**config.mk**
```make
export PLATFORM = sky130hd
export DESIGN_NAME = issue_core
export DESIGN_NICKNAME = d
export VERILOG_FILES = /design/src/issue_pkg.sv /design/src/issue_core.sv /design/src/cdb_arbiter.sv /design/src/multiply_unit.sv /design/src/add_unit.sv /design/src/reservation_station.sv
export SDC_FILE = /design/constraint.sdc
export NUM_CORES = 2
export LEC_CHECK = 0
export BUFFER_PORTS_ARGS = -buffer_cell sky130_fd_sc_hd__buf_2
export CAP_MARGIN = 20
export CORE_MARGIN = 10
export CORE_UTILIZATION = 60
export DETAILED_ROUTE_END_ITERATION = 7
export PLACE_DENSITY_LB_ADDON = 0.12
export SLEW_MARGIN = 20
export SYNTH_ARGS = -nofsm -noshare
export SYNTH_HDL_FRONTEND = slang
export SYNTH_HIERARCHICAL = 1
export SYNTH_SLANG_ARGS = --single-unit
```
**constraint.sdc**
```tcl
create_clock -name clk -period 17.11 [get_ports clk]
set_clock_uncertainty 0.15 [all_clocks]
set_input_delay 1.711 -clock clk [delete_from_list [all_inputs] [get_ports clk]]
set_output_delay 1.711 -clock clk [all_outputs]
set_load 0.01 [all_outputs]
```
**src/issue_pkg.sv**
```systemverilog
package issue_pkg;

    localparam int DATA_W = 32;
    localparam int TAG_W  = 6;                  // physical register tag
    localparam int ROB_W  = 5;                  // reorder buffer index

    localparam int ADD_RS_DEPTH = 4;            // entries in the add/sub station
    localparam int MUL_RS_DEPTH = 2;            // entries in the multiply station
    localparam int MUL_STAGES   = 3;            // multiplier pipeline depth, at least 2

    typedef logic [DATA_W-1:0] data_t;
    typedef logic [TAG_W-1:0]  tag_t;
    typedef logic [ROB_W-1:0]  rob_id_t;

    typedef enum logic [1:0]
    {
        ALU_ADD,
        ALU_SUB,
        ALU_MUL                                 // steered to the multiply station
    } alu_op_t;

    // life of one station entry
    typedef enum logic [1:0]
    {
        EMPTY,
        WAITING,                                // at least one source outstanding
        READY
    } rs_state_t;

endpackage
```
**src/issue_core.sv**
```systemverilog
`timescale 1ns/100ps

module issue_core (
    input  logic                clk,
    input  logic                rst,
    input  logic                dispatch_valid,
    output logic                dispatch_ready,
    input  issue_pkg::alu_op_t  dispatch_op,
    input  issue_pkg::tag_t     src1_tag,
    input  logic                src1_ready,
    input  issue_pkg::data_t    src1_value,
    input  issue_pkg::tag_t     src2_tag,
    input  logic                src2_ready,
    input  issue_pkg::data_t    src2_value,
    input  issue_pkg::tag_t     dest_tag,
    input  issue_pkg::rob_id_t  rob_id,
    output logic                cdb_valid,
    output issue_pkg::tag_t     cdb_tag,
    output issue_pkg::data_t    cdb_value,
    output issue_pkg::rob_id_t  cdb_rob
);

    logic               is_mul;
    logic               add_in_ready, mul_in_ready;
    logic               add_issue_valid, add_issue_ready, mul_issue_valid, mul_issue_ready;
    issue_pkg::alu_op_t add_issue_op, mul_issue_op;
    issue_pkg::data_t   add_issue_a, add_issue_b, mul_issue_a, mul_issue_b;
    issue_pkg::tag_t    add_issue_tag, mul_issue_tag;
    issue_pkg::rob_id_t add_issue_rob, mul_issue_rob;
    logic               add_res_valid, add_res_ready, mul_res_valid, mul_res_ready;
    issue_pkg::tag_t    add_res_tag, mul_res_tag;
    issue_pkg::data_t   add_res_value, mul_res_value;
    issue_pkg::rob_id_t add_res_rob, mul_res_rob;

    assign is_mul = (dispatch_op == issue_pkg::ALU_MUL);
    assign dispatch_ready = is_mul ? mul_in_ready : add_in_ready;

    reservation_station #(.DEPTH(issue_pkg::ADD_RS_DEPTH)) add_rs (
        .clk(clk), .rst(rst),
        .in_valid(dispatch_valid && !is_mul), .in_ready(add_in_ready), .in_op(dispatch_op),
        .in_src1_tag(src1_tag), .in_src2_tag(src2_tag),
        .in_src1_ready(src1_ready), .in_src2_ready(src2_ready),
        .in_src1_value(src1_value), .in_src2_value(src2_value),
        .in_dest_tag(dest_tag), .in_rob(rob_id),
        .cdb_valid(cdb_valid), .cdb_tag(cdb_tag), .cdb_value(cdb_value),
        .issue_valid(add_issue_valid), .issue_ready(add_issue_ready), .issue_op(add_issue_op),
        .issue_a(add_issue_a), .issue_b(add_issue_b),
        .issue_tag(add_issue_tag), .issue_rob(add_issue_rob)
    );

    reservation_station #(.DEPTH(issue_pkg::MUL_RS_DEPTH)) mul_rs (
        .clk(clk), .rst(rst),
        .in_valid(dispatch_valid && is_mul), .in_ready(mul_in_ready), .in_op(dispatch_op),
        .in_src1_tag(src1_tag), .in_src2_tag(src2_tag),
        .in_src1_ready(src1_ready), .in_src2_ready(src2_ready),
        .in_src1_value(src1_value), .in_src2_value(src2_value),
        .in_dest_tag(dest_tag), .in_rob(rob_id),
        .cdb_valid(cdb_valid), .cdb_tag(cdb_tag), .cdb_value(cdb_value),
        .issue_valid(mul_issue_valid), .issue_ready(mul_issue_ready), .issue_op(mul_issue_op),
        .issue_a(mul_issue_a), .issue_b(mul_issue_b),
        .issue_tag(mul_issue_tag), .issue_rob(mul_issue_rob)
    );

    add_unit add_unit0 (
        .clk(clk), .rst(rst),
        .issue_valid(add_issue_valid), .issue_ready(add_issue_ready), .issue_op(add_issue_op),
        .issue_a(add_issue_a), .issue_b(add_issue_b),
        .issue_tag(add_issue_tag), .issue_rob(add_issue_rob),
        .res_valid(add_res_valid), .res_ready(add_res_ready),
        .res_tag(add_res_tag), .res_value(add_res_value), .res_rob(add_res_rob)
    );

    multiply_unit mul_unit0 (
        .clk(clk), .rst(rst),
        .issue_valid(mul_issue_valid), .issue_ready(mul_issue_ready),
        .issue_a(mul_issue_a), .issue_b(mul_issue_b),
        .issue_tag(mul_issue_tag), .issue_rob(mul_issue_rob),
        .res_valid(mul_res_valid), .res_ready(mul_res_ready),
        .res_tag(mul_res_tag), .res_value(mul_res_value), .res_rob(mul_res_rob)
    );

    cdb_arbiter cdb_arbiter0 (
        .clk(clk), .rst(rst),
        .mul_valid(mul_res_valid), .mul_ready(mul_res_ready),
        .mul_tag(mul_res_tag), .mul_value(mul_res_value), .mul_rob(mul_res_rob),
        .add_valid(add_res_valid), .add_ready(add_res_ready),
        .add_tag(add_res_tag), .add_value(add_res_value), .add_rob(add_res_rob),
        .cdb_valid(cdb_valid), .cdb_tag(cdb_tag), .cdb_value(cdb_value), .cdb_rob(cdb_rob)
    );

    // steering must keep adds out of the multiply station
    a_mul_route: assert property (@(posedge clk) disable iff (rst)
        mul_issue_valid |-> mul_issue_op == issue_pkg::ALU_MUL);

endmodule

```
**src/cdb_arbiter.sv**
```systemverilog
`timescale 1ns/100ps

module cdb_arbiter (
    input  logic                clk,
    input  logic                rst,
    input  logic                mul_valid,
    output logic                mul_ready,
    input  issue_pkg::tag_t     mul_tag,
    input  issue_pkg::data_t    mul_value,
    input  issue_pkg::rob_id_t  mul_rob,
    input  logic                add_valid,
    output logic                add_ready,
    input  issue_pkg::tag_t     add_tag,
    input  issue_pkg::data_t    add_value,
    input  issue_pkg::rob_id_t  add_rob,
    output logic                cdb_valid,
    output issue_pkg::tag_t     cdb_tag,
    output issue_pkg::data_t    cdb_value,
    output issue_pkg::rob_id_t  cdb_rob
);

    // multiplier has fixed priority, its pipe stalls as a whole
    assign mul_ready = mul_valid;
    assign add_ready = add_valid && !mul_valid;

    assign cdb_valid = mul_valid || add_valid;
    assign cdb_tag   = mul_valid ? mul_tag : add_tag;
    assign cdb_value = mul_valid ? mul_value : add_value;
    assign cdb_rob   = mul_valid ? mul_rob : add_rob;

    a_one_grant: assert property (@(posedge clk) disable iff (rst)
        !(mul_ready && add_ready));
    a_grant_bus: assert property (@(posedge clk) disable iff (rst)
        cdb_valid == (mul_ready || add_ready));

endmodule

```
**src/multiply_unit.sv**
```systemverilog
`timescale 1ns/100ps

module multiply_unit (
    input  logic                clk,
    input  logic                rst,
    input  logic                issue_valid,
    output logic                issue_ready,
    input  issue_pkg::data_t    issue_a,
    input  issue_pkg::data_t    issue_b,
    input  issue_pkg::tag_t     issue_tag,
    input  issue_pkg::rob_id_t  issue_rob,
    output logic                res_valid,
    input  logic                res_ready,
    output issue_pkg::tag_t     res_tag,
    output issue_pkg::data_t    res_value,
    output issue_pkg::rob_id_t  res_rob
);

    logic [issue_pkg::MUL_STAGES-1:0] stage_valid;
    issue_pkg::tag_t    stage_tag [issue_pkg::MUL_STAGES];
    issue_pkg::rob_id_t stage_rob [issue_pkg::MUL_STAGES];
    issue_pkg::data_t   stage_value [issue_pkg::MUL_STAGES];
    logic [15:0]        cross_lo;               // low half of a[15:0] * b[31:16]
    logic               advance;

    assign advance     = !stage_valid[issue_pkg::MUL_STAGES-1] || res_ready;
    assign issue_ready = advance;

    assign res_valid = stage_valid[issue_pkg::MUL_STAGES-1];
    assign res_tag   = stage_tag[issue_pkg::MUL_STAGES-1];
    assign res_value = stage_value[issue_pkg::MUL_STAGES-1];
    assign res_rob   = stage_rob[issue_pkg::MUL_STAGES-1];

    always_ff @(posedge clk)
    begin
        if (rst)
            stage_valid <= '0;
        else if (advance)
            stage_valid <= {stage_valid[issue_pkg::MUL_STAGES-2:0], issue_valid};
    end

    // whole pipe moves together or not at all
    always_ff @(posedge clk)
    begin
        if (advance)
        begin
            stage_tag[0]   <= issue_tag;
            stage_rob[0]   <= issue_rob;
            stage_value[0] <= issue_a * {16'h0000, issue_b[15:0]};
            cross_lo       <= issue_a[15:0] * issue_b[31:16];
            stage_value[1] <= stage_value[0] + {cross_lo, 16'h0000};   // wraps to 32 bits
            for (int k = 1; k < issue_pkg::MUL_STAGES; k++)
            begin
                stage_tag[k] <= stage_tag[k-1];
                stage_rob[k] <= stage_rob[k-1];
            end
            for (int k = 2; k < issue_pkg::MUL_STAGES; k++)
            begin
                stage_value[k] <= stage_value[k-1];
            end
        end
    end

    a_res_hold: assert property (@(posedge clk) disable iff (rst)
        res_valid && !res_ready |=> res_valid && $stable(res_value) &&
                                    $stable(res_tag) && $stable(res_rob));

endmodule

```
**src/add_unit.sv**
```systemverilog
`timescale 1ns/100ps

module add_unit (
    input  logic                clk,
    input  logic                rst,
    input  logic                issue_valid,
    output logic                issue_ready,
    input  issue_pkg::alu_op_t  issue_op,
    input  issue_pkg::data_t    issue_a,
    input  issue_pkg::data_t    issue_b,
    input  issue_pkg::tag_t     issue_tag,
    input  issue_pkg::rob_id_t  issue_rob,
    output logic                res_valid,
    input  logic                res_ready,
    output issue_pkg::tag_t     res_tag,
    output issue_pkg::data_t    res_value,
    output issue_pkg::rob_id_t  res_rob
);

    // register is free, or drains in the same cycle
    assign issue_ready = !res_valid || res_ready;

    always_ff @(posedge clk)
    begin
        if (rst)
            res_valid <= 1'b0;
        else if (issue_ready)
            res_valid <= issue_valid;
    end

    always_ff @(posedge clk)
    begin
        if (issue_valid && issue_ready)
        begin
            res_tag   <= issue_tag;
            res_rob   <= issue_rob;
            res_value <= (issue_op == issue_pkg::ALU_SUB) ? issue_a - issue_b
                                                          : issue_a + issue_b;
        end
    end

endmodule

```
**src/reservation_station.sv**
```systemverilog
`timescale 1ns/100ps

module reservation_station #(
    parameter int DEPTH = 4
) (
    input  logic                clk,
    input  logic                rst,
    input  logic                in_valid,
    output logic                in_ready,
    input  issue_pkg::alu_op_t  in_op,
    input  issue_pkg::tag_t     in_src1_tag,
    input  issue_pkg::tag_t     in_src2_tag,
    input  logic                in_src1_ready,
    input  logic                in_src2_ready,
    input  issue_pkg::data_t    in_src1_value,
    input  issue_pkg::data_t    in_src2_value,
    input  issue_pkg::tag_t     in_dest_tag,
    input  issue_pkg::rob_id_t  in_rob,
    input  logic                cdb_valid,
    input  issue_pkg::tag_t     cdb_tag,
    input  issue_pkg::data_t    cdb_value,
    output logic                issue_valid,
    input  logic                issue_ready,
    output issue_pkg::alu_op_t  issue_op,
    output issue_pkg::data_t    issue_a,
    output issue_pkg::data_t    issue_b,
    output issue_pkg::tag_t     issue_tag,
    output issue_pkg::rob_id_t  issue_rob
);

    issue_pkg::rs_state_t state [DEPTH];
    issue_pkg::alu_op_t   op [DEPTH];
    issue_pkg::tag_t      src1_tag [DEPTH];
    issue_pkg::tag_t      src2_tag [DEPTH];
    logic                 src1_ready [DEPTH];
    logic                 src2_ready [DEPTH];
    issue_pkg::data_t     src1_value [DEPTH];
    issue_pkg::data_t     src2_value [DEPTH];
    issue_pkg::tag_t      dest_tag [DEPTH];
    issue_pkg::rob_id_t   rob [DEPTH];

    logic [DEPTH-1:0]     wake1;                // cdb hits a missing source
    logic [DEPTH-1:0]     wake2;
    logic [DEPTH-1:0]     empty_vec;
    logic [DEPTH-1:0]     free_sel;             // one-hot, lowest empty entry
    logic [DEPTH-1:0]     issue_sel;            // one-hot, lowest ready entry
    logic                 in_fire;
    logic                 issue_fire;
    logic                 fwd1;
    logic                 fwd2;

    // a dispatch may name the tag that is on the bus right now
    assign fwd1 = !in_src1_ready && cdb_valid && (cdb_tag == in_src1_tag);
    assign fwd2 = !in_src2_ready && cdb_valid && (cdb_tag == in_src2_tag);

    assign in_fire    = in_valid && in_ready;
    assign issue_fire = issue_valid && issue_ready;
    assign in_ready   = |empty_vec;
    assign issue_valid = |issue_sel;

    always_comb
    begin
        free_sel  = '0;
        issue_sel = '0;
        issue_op  = issue_pkg::ALU_ADD;
        issue_a   = '0;
        issue_b   = '0;
        issue_tag = '0;
        issue_rob = '0;
        for (int i = DEPTH - 1; i >= 0; i--)    // downward scan, lowest hit wins
        begin
            empty_vec[i] = (state[i] == issue_pkg::EMPTY);
            wake1[i] = cdb_valid && !src1_ready[i] && (src1_tag[i] == cdb_tag);
            wake2[i] = cdb_valid && !src2_ready[i] && (src2_tag[i] == cdb_tag);
            if (empty_vec[i])
            begin
                free_sel = '0;
                free_sel[i] = 1'b1;
            end
            if (state[i] == issue_pkg::READY)
            begin
                issue_sel = '0;
                issue_sel[i] = 1'b1;
                issue_op  = op[i];
                issue_a   = src1_value[i];
                issue_b   = src2_value[i];
                issue_tag = dest_tag[i];
                issue_rob = rob[i];
            end
        end
    end

    always_ff @(posedge clk)
    begin
        if (rst)
        begin
            for (int i = 0; i < DEPTH; i++)
            begin
                state[i] <= issue_pkg::EMPTY;
            end
        end
        else
        begin
            for (int i = 0; i < DEPTH; i++)
            begin
                if (issue_fire && issue_sel[i])
                    state[i] <= issue_pkg::EMPTY;
                else if (in_fire && free_sel[i])
                    state[i] <= ((in_src1_ready || fwd1) && (in_src2_ready || fwd2)) ?
                                issue_pkg::READY : issue_pkg::WAITING;
                else if (state[i] == issue_pkg::WAITING &&
                         (src1_ready[i] || wake1[i]) && (src2_ready[i] || wake2[i]))
                    state[i] <= issue_pkg::READY;   // woken by this cycle's broadcast
            end
        end
    end

    always_ff @(posedge clk)
    begin
        for (int i = 0; i < DEPTH; i++)
        begin
            if (in_fire && free_sel[i])
            begin
                op[i]         <= in_op;
                src1_tag[i]   <= in_src1_tag;
                src2_tag[i]   <= in_src2_tag;
                src1_ready[i] <= in_src1_ready || fwd1;
                src2_ready[i] <= in_src2_ready || fwd2;
                src1_value[i] <= fwd1 ? cdb_value : in_src1_value;
                src2_value[i] <= fwd2 ? cdb_value : in_src2_value;
                dest_tag[i]   <= in_dest_tag;
                rob[i]        <= in_rob;
            end
            else if (state[i] == issue_pkg::WAITING)
            begin
                if (wake1[i])
                begin
                    src1_ready[i] <= 1'b1;
                    src1_value[i] <= cdb_value;
                end
                if (wake2[i])
                begin
                    src2_ready[i] <= 1'b1;
                    src2_value[i] <= cdb_value;
                end
            end
        end
    end

    // an occupied entry keeps its identity until it issues
    for (genvar g = 0; g < DEPTH; g++)
    begin : g_entry_chk
        a_no_overwrite: assert property (@(posedge clk) disable iff (rst)
            state[g] != issue_pkg::EMPTY && !(issue_fire && issue_sel[g]) |=>
                $stable(rob[g]) && $stable(dest_tag[g]) && $stable(op[g]));
    end

    a_issue_hold: assert property (@(posedge clk) disable iff (rst)
        issue_valid && !issue_ready |=> issue_valid);

endmodule

```
; ---- After elaboration in Yosys (flattened, before gate mapping)
; Memory sizes are Yosys's and may differ from the RTL's.
; Index checks and enable logic that the tools add are counted.
[word_totals]
word_cells = 499
memories = 22
ram_bits = 683
output_inout_bits = 45
regBits = 63
input_bits = 94
[op_classes]
n_eq_ne = 28
muxes = 275
bitwise_logic = 42
n_mul = 2
addsub = 3
reduce_logical = 121
[memory_table]
columns = memory, words, word_bits, rd, rd_ports_with_merged_regs, wr, line_no
row1 = add_rs.src1_value, 4, 32, 4, 0, 4, reservation_station.sv:37  ; issue_pkg::data_t src1_value [DEPTH];
row2 = add_rs.src2_value, 4, 32, 4, 0, 4, reservation_station.sv:38  ; issue_pkg::data_t src2_value [DEPTH];
row3 = mul_unit0.stage_value, 3, 32, 3, 0, 3, multiply_unit.sv:22  ; issue_pkg::data_t stage_value [issue_pkg::MUL_STAGES];
row4 = mul_rs.src1_value, 2, 32, 2, 0, 2, reservation_station.sv:37
row5 = mul_rs.src2_value, 2, 32, 2, 0, 2, reservation_station.sv:38
row6 = add_rs.dest_tag, 4, 6, 4, 0, 1, reservation_station.sv:39  ; issue_pkg::tag_t dest_tag [DEPTH];
row7 = 16 more memories, -, -, -, -, -, -
[ops]
columns = op, n
row1 = 32-bit two-way mux, 28
row2 = 1-bit two-way mux, 164
row3 = 6-bit two-way mux, 19
row4 = 2-bit two-way mux, 45
row5 = 6-bit equality test, 14
row6 = 6-bit OR reduction, 12
row7 = 32-bit adder, 2
row8 = 1-bit logical AND, 59
row9 = 5-bit two-way mux, 11
row10 = 1-bit bitwise OR, 42
row11 = 32-bit by 16-bit multiplier with 32-bit output, 1
row12 = 4-bit two-way mux, 8
row13 = 32-bit subtractor, 1
row14 = 5-bit OR reduction, 4
row15 = 1-bit zero test, 17
row16 = 1-bit logical OR, 16
row17 = 16-bit by 16-bit multiplier with 16-bit output, 1
row18 = 2-bit by 1-bit equality test with 1-bit output (second input constant), 7
row19 = 2-bit equality test (second input constant), 7
row20 = 2-bit zero test, 6
row21 = 2-bit OR reduction, 5
row22 = 4-bit OR reduction, 2

; ---- Depth between registers and ports, before layout
; An unclocked memory read counts as a cell.
[logic_depth]
ltp_word = 15
ltp_mapped = 28
depth_no_buf = 23

; ---- Hierarchy
; Netlist, hierarchy kept.
[modules_own_cells]
columns = mod, cells_per_inst, seq_area_each_um2, area_per_inst_um2, n_inst
row1 = multiply_unit, 2123, 4414.2, 20953.8, 1
row2 = reservation_station (add_rs), 1216, 11150.7, 17740.8, 1
row3 = reservation_station (mul_rs), 532, 5565.3, 8889.8, 1
row4 = add_unit, 390, 1311.3, 3733.6, 1
row5 = cdb_arbiter, 51, 0.0, 738.2, 1
row6 = issue_core, 4, 0.0, 45.0, 1

; ---- Least setup slack after synthesis
; OpenSTA, ideal clock, no wires.
[synth_timing]
path_kind = flip-flop to flip-flop
from = mem mul_rs/state[0][1] (netlist name)
to = mem mul_unit0/stage_value[0][21] (netlist name) (data pin)
t_arrival_ns = 7.019
setup_ns = 0.271
path_stages_with_launch = 28
setup_slack_ns = 9.669
n_path_buf = 6
t_required_ns = 16.689
period_less_slack_ns = 7.441
path_cell_list = edfxtp_1 > nor2b_1 > clkbuf_1 > nor2_1 > clkbuf_1 > buf_1 > a22o_1 > clkbuf_1 > clkbuf_1 > nand2_1 > fa_1 > fa_1 > fa_1 > inv_1 > fa_1 > fa_1 > inv_1 > fa_1 > inv_1 > ha_1 > buf_2 > and4_1 > and2_1 > a32oi_2 > a21oi_2 > o31a_1 > mux2i_1 > o221ai_1
[synth_lines]
columns = element, line_no
row1 = from (decl), reservation_station.sv:31  ; issue_pkg::rs_state_t state [DEPTH];
row2 = to (decl), multiply_unit.sv:22

==> flow_summary.ini <==
[critical_path]
worstRegToRegCells = 21
cpMostUsedCell = fa_1
critPathLaunch = mul_rs/state[0][1]$_SDFFCE_PP0P_
crit_type = reg2reg
crit_chain = nor2b_4 -> nor2_4 -> buf_4 -> a22o_1 -> nand2_1 -> fa_1 -> fa_1 -> fa_1 -> inv_1 -> fa_1 -> fa_1 -> inv_1 -> fa_1 -> inv_1 -> ha_1 -> and4_1 -> a21oi_1 -> nor2b_1 -> o21ai_1 -> a2111oi_0 -> nor3_1
cp_slowest_cell = a22o_1
crit_path_end_kind = flop
cp_data_arrival_time_ns = 8.82
rr_startpoint = mul_rs/state[0][1]$_SDFFCE_PP0P_
crit_fanout = 53
max_stage_delay_ns = 0.94
cp-start-kind = flop
worstPathRequired_ns = 17.36

[clocking]
post_cts_buffers = 0
cts_hold_buf = 0
clk_pin_slew_ns = 0.07
clock_sinks = 746
clk_latency_ns = 0.67
h-tree-depth = 3
root_buffer = clkbuf_16
cts_made_buffers = 82
cts_resized = 0
clk_path_buf_depth = 3
tritoncts = done

[power]
clkPwrFrac_pct = 26.8
p_switching_uw = 2460
swShare_pct = 36.6
power.internal_uw = 4260
power_frac_comb_pct = 35.6
peakVddDrop_uv = 94.8
power_density_nw_per_um2 = 120
seq_power_share_pct = 37.7
p_leak_uw = 0.0226

[global_route]
use_met1_pct = 40.7
busiest_layer = met2
grt_max_degree = 67
grt_overflow_total = 0
grt_util_met2_pct = 45.7
antenna_found_initial = 17
grt_use_met3_pct = 5.16
grtUsageTotal_pct = 29.0
grt_pass1_vias = 34500
grt_pass1_wl_um = 217000

[finish]
instances_no_fill = 5512
nFillCells = 6463
drive_gt1_share_pct = 17.1
synthToLayoutAreaGrowth_pct = 7.46
multi_input_area_um2 = 26400
final_area_um2 = 55800
fin_nets = 4945
seq_area_um2 = 22300

[die]
die_y_um = 314
die_width_um = 314
fp.dieArea_um2 = 98800
ios = 139
rows = 107
initial_core_util_pct = 60.7
core_area_um2 = 85500

[hold_path]
hold_depth = 0
min_from = mul_unit0/stage_rob[0][4]$_DFFE_PP_
hold_path.class = reg2reg

[sta]
setup_viol = 0
rsz0062_at_grt = false
fin_setup_tns_ns = 0
hold_violations = 0
final_max_slew_viol_count = 0
period_share_pct = 50.1
max_freq_ghz = 0.117
relSlewSlack_pct = 23.8
worst_slew_pin_slew_ns = 1.14
period_needed_ns = 8.57

[placed_design]
gp_congestion = 0.939
placed_cell_area_um2 = 53100
dp_hpwl_um = 97600
dp.cells = 5364
port_buffers = 138

[routing]
vias = 34000
routed_via_density = 6.17
drt_first_pass_iters = 5
drt-wirelength-per-cell_um = 26.0
ant_nets = 0
wirelength_um = 143000
drtIter0Drc = 3599
drc_errors = 0

[synthesis]
syn_nets = 4951
syn_avg_cell_area_um2 = 12.1
syn_inst = 4310
yosysWarningCount = 6
synth.cell_area_um2 = 52000

[status]
status = finished, final reports clean

[run]
drv_cap = 0
cells in the final DEF (no fill, tap or decap), types with 13 or more instances in the layout:
cell,count
xnor2_1,163
o21a_1,14
buf_2,138
a21o_1,30
nor3_1,40
mux2_2,233
o21ai_0,43
ha_1,161
nand4_1,15
mux2_1,66
a21oi_1,166
a221o_1,77
inv_1,484
fa_1,386
mux2_4,129
a22o_1,71
a211oi_1,14
and2_1,223
xor2_1,89
buf_4,57
nand2_1,441
nor2b_1,19
o21bai_1,13
edfxtp_1,738
nand2b_1,18
nand3_1,113
nor2_1,63
clkbuf_16,84
layout make-up:
class	instances	area share, %
timing repair buffer	195	2.00
antenna	11	0.0493
inverter	484	3.25
multi-input combinational	2795	47.4
clock inverter	42	0.952
sequential	746	40.0
clock buffer	95	3.84
tap	1144	2.56
critical path: cells and delay by family (launching register included):
kind,cells,cell delay [ns]
buffers and inverters,4,0.76
adder cells (fa/ha/maj),7,3.39
flip-flops,1,0.45
AND/OR/NAND/NOR,6,1.76
AO/OA/AOI/OAI,4,1.73
stage by stage:
stage | total power [uW] | util (%) | hold WS (ns) | setup WS, ns
after global routing | 7020 | 65.3 | 0.269 | 8.08
after CTS | 6700 | 65.2 | 0.262 | 8.53
after global placement | 4870 | 62.1 | 0.251 | 8.75
after floorplan | 4110 | - | 0.250 | 9.69
final | 6720 | 65.3 | 0.264 | 8.54
after detailed placement | 4890 | 62.1 | 0.255 | 8.57
path summary, 6_finish.rpt:
kind | slack [ns] | endpoint
min | 0.26 | mul_unit0/stage_rob[0][9]$_DFFE_PP_
max reg2reg | 8.54 | mul_unit0/stage_value[0][22]$_DFFE_PP_
max | 8.54 | mul_unit0/stage_value[0][22]$_DFFE_PP_
min reg2reg | 0.26 | mul_unit0/stage_rob[0][9]$_DFFE_PP_
sequential cells by signal, summed over array words and instances (netlist names), 20 cells and up:
name and count:
add_rs/src1_value 128, add_rs/src2_tag 24, add_unit0/res_value 32, mul_rs/src1_value 64
add_rs/src1_tag 24, add_rs/rob 20, mul_unit0/stage_value 96, add_rs/src2_value 128
mul_rs/src2_value 64, add_rs/dest_tag 24
power by group through the flow:
stage / Combinational [uW] / Clock, uW / Sequential [uW]
floorplan: 1660 / 0 / 2450
global placement: 2310 / 0 / 2560
detailed placement: 2340 / 0 / 2560
CTS: 2350 / 1810 / 2530
global route: 2590 / 1880 / 2550
finish: 2390 / 1800 / 2530
routing by layer:
metal,share of wire [%],wire (um)
met5,0.032,46
met3,9.2,13100
met2,47,66700
met1,41,58900
met4,3.1,4400
No activity file was read; power rests on OpenSTA's default activity.
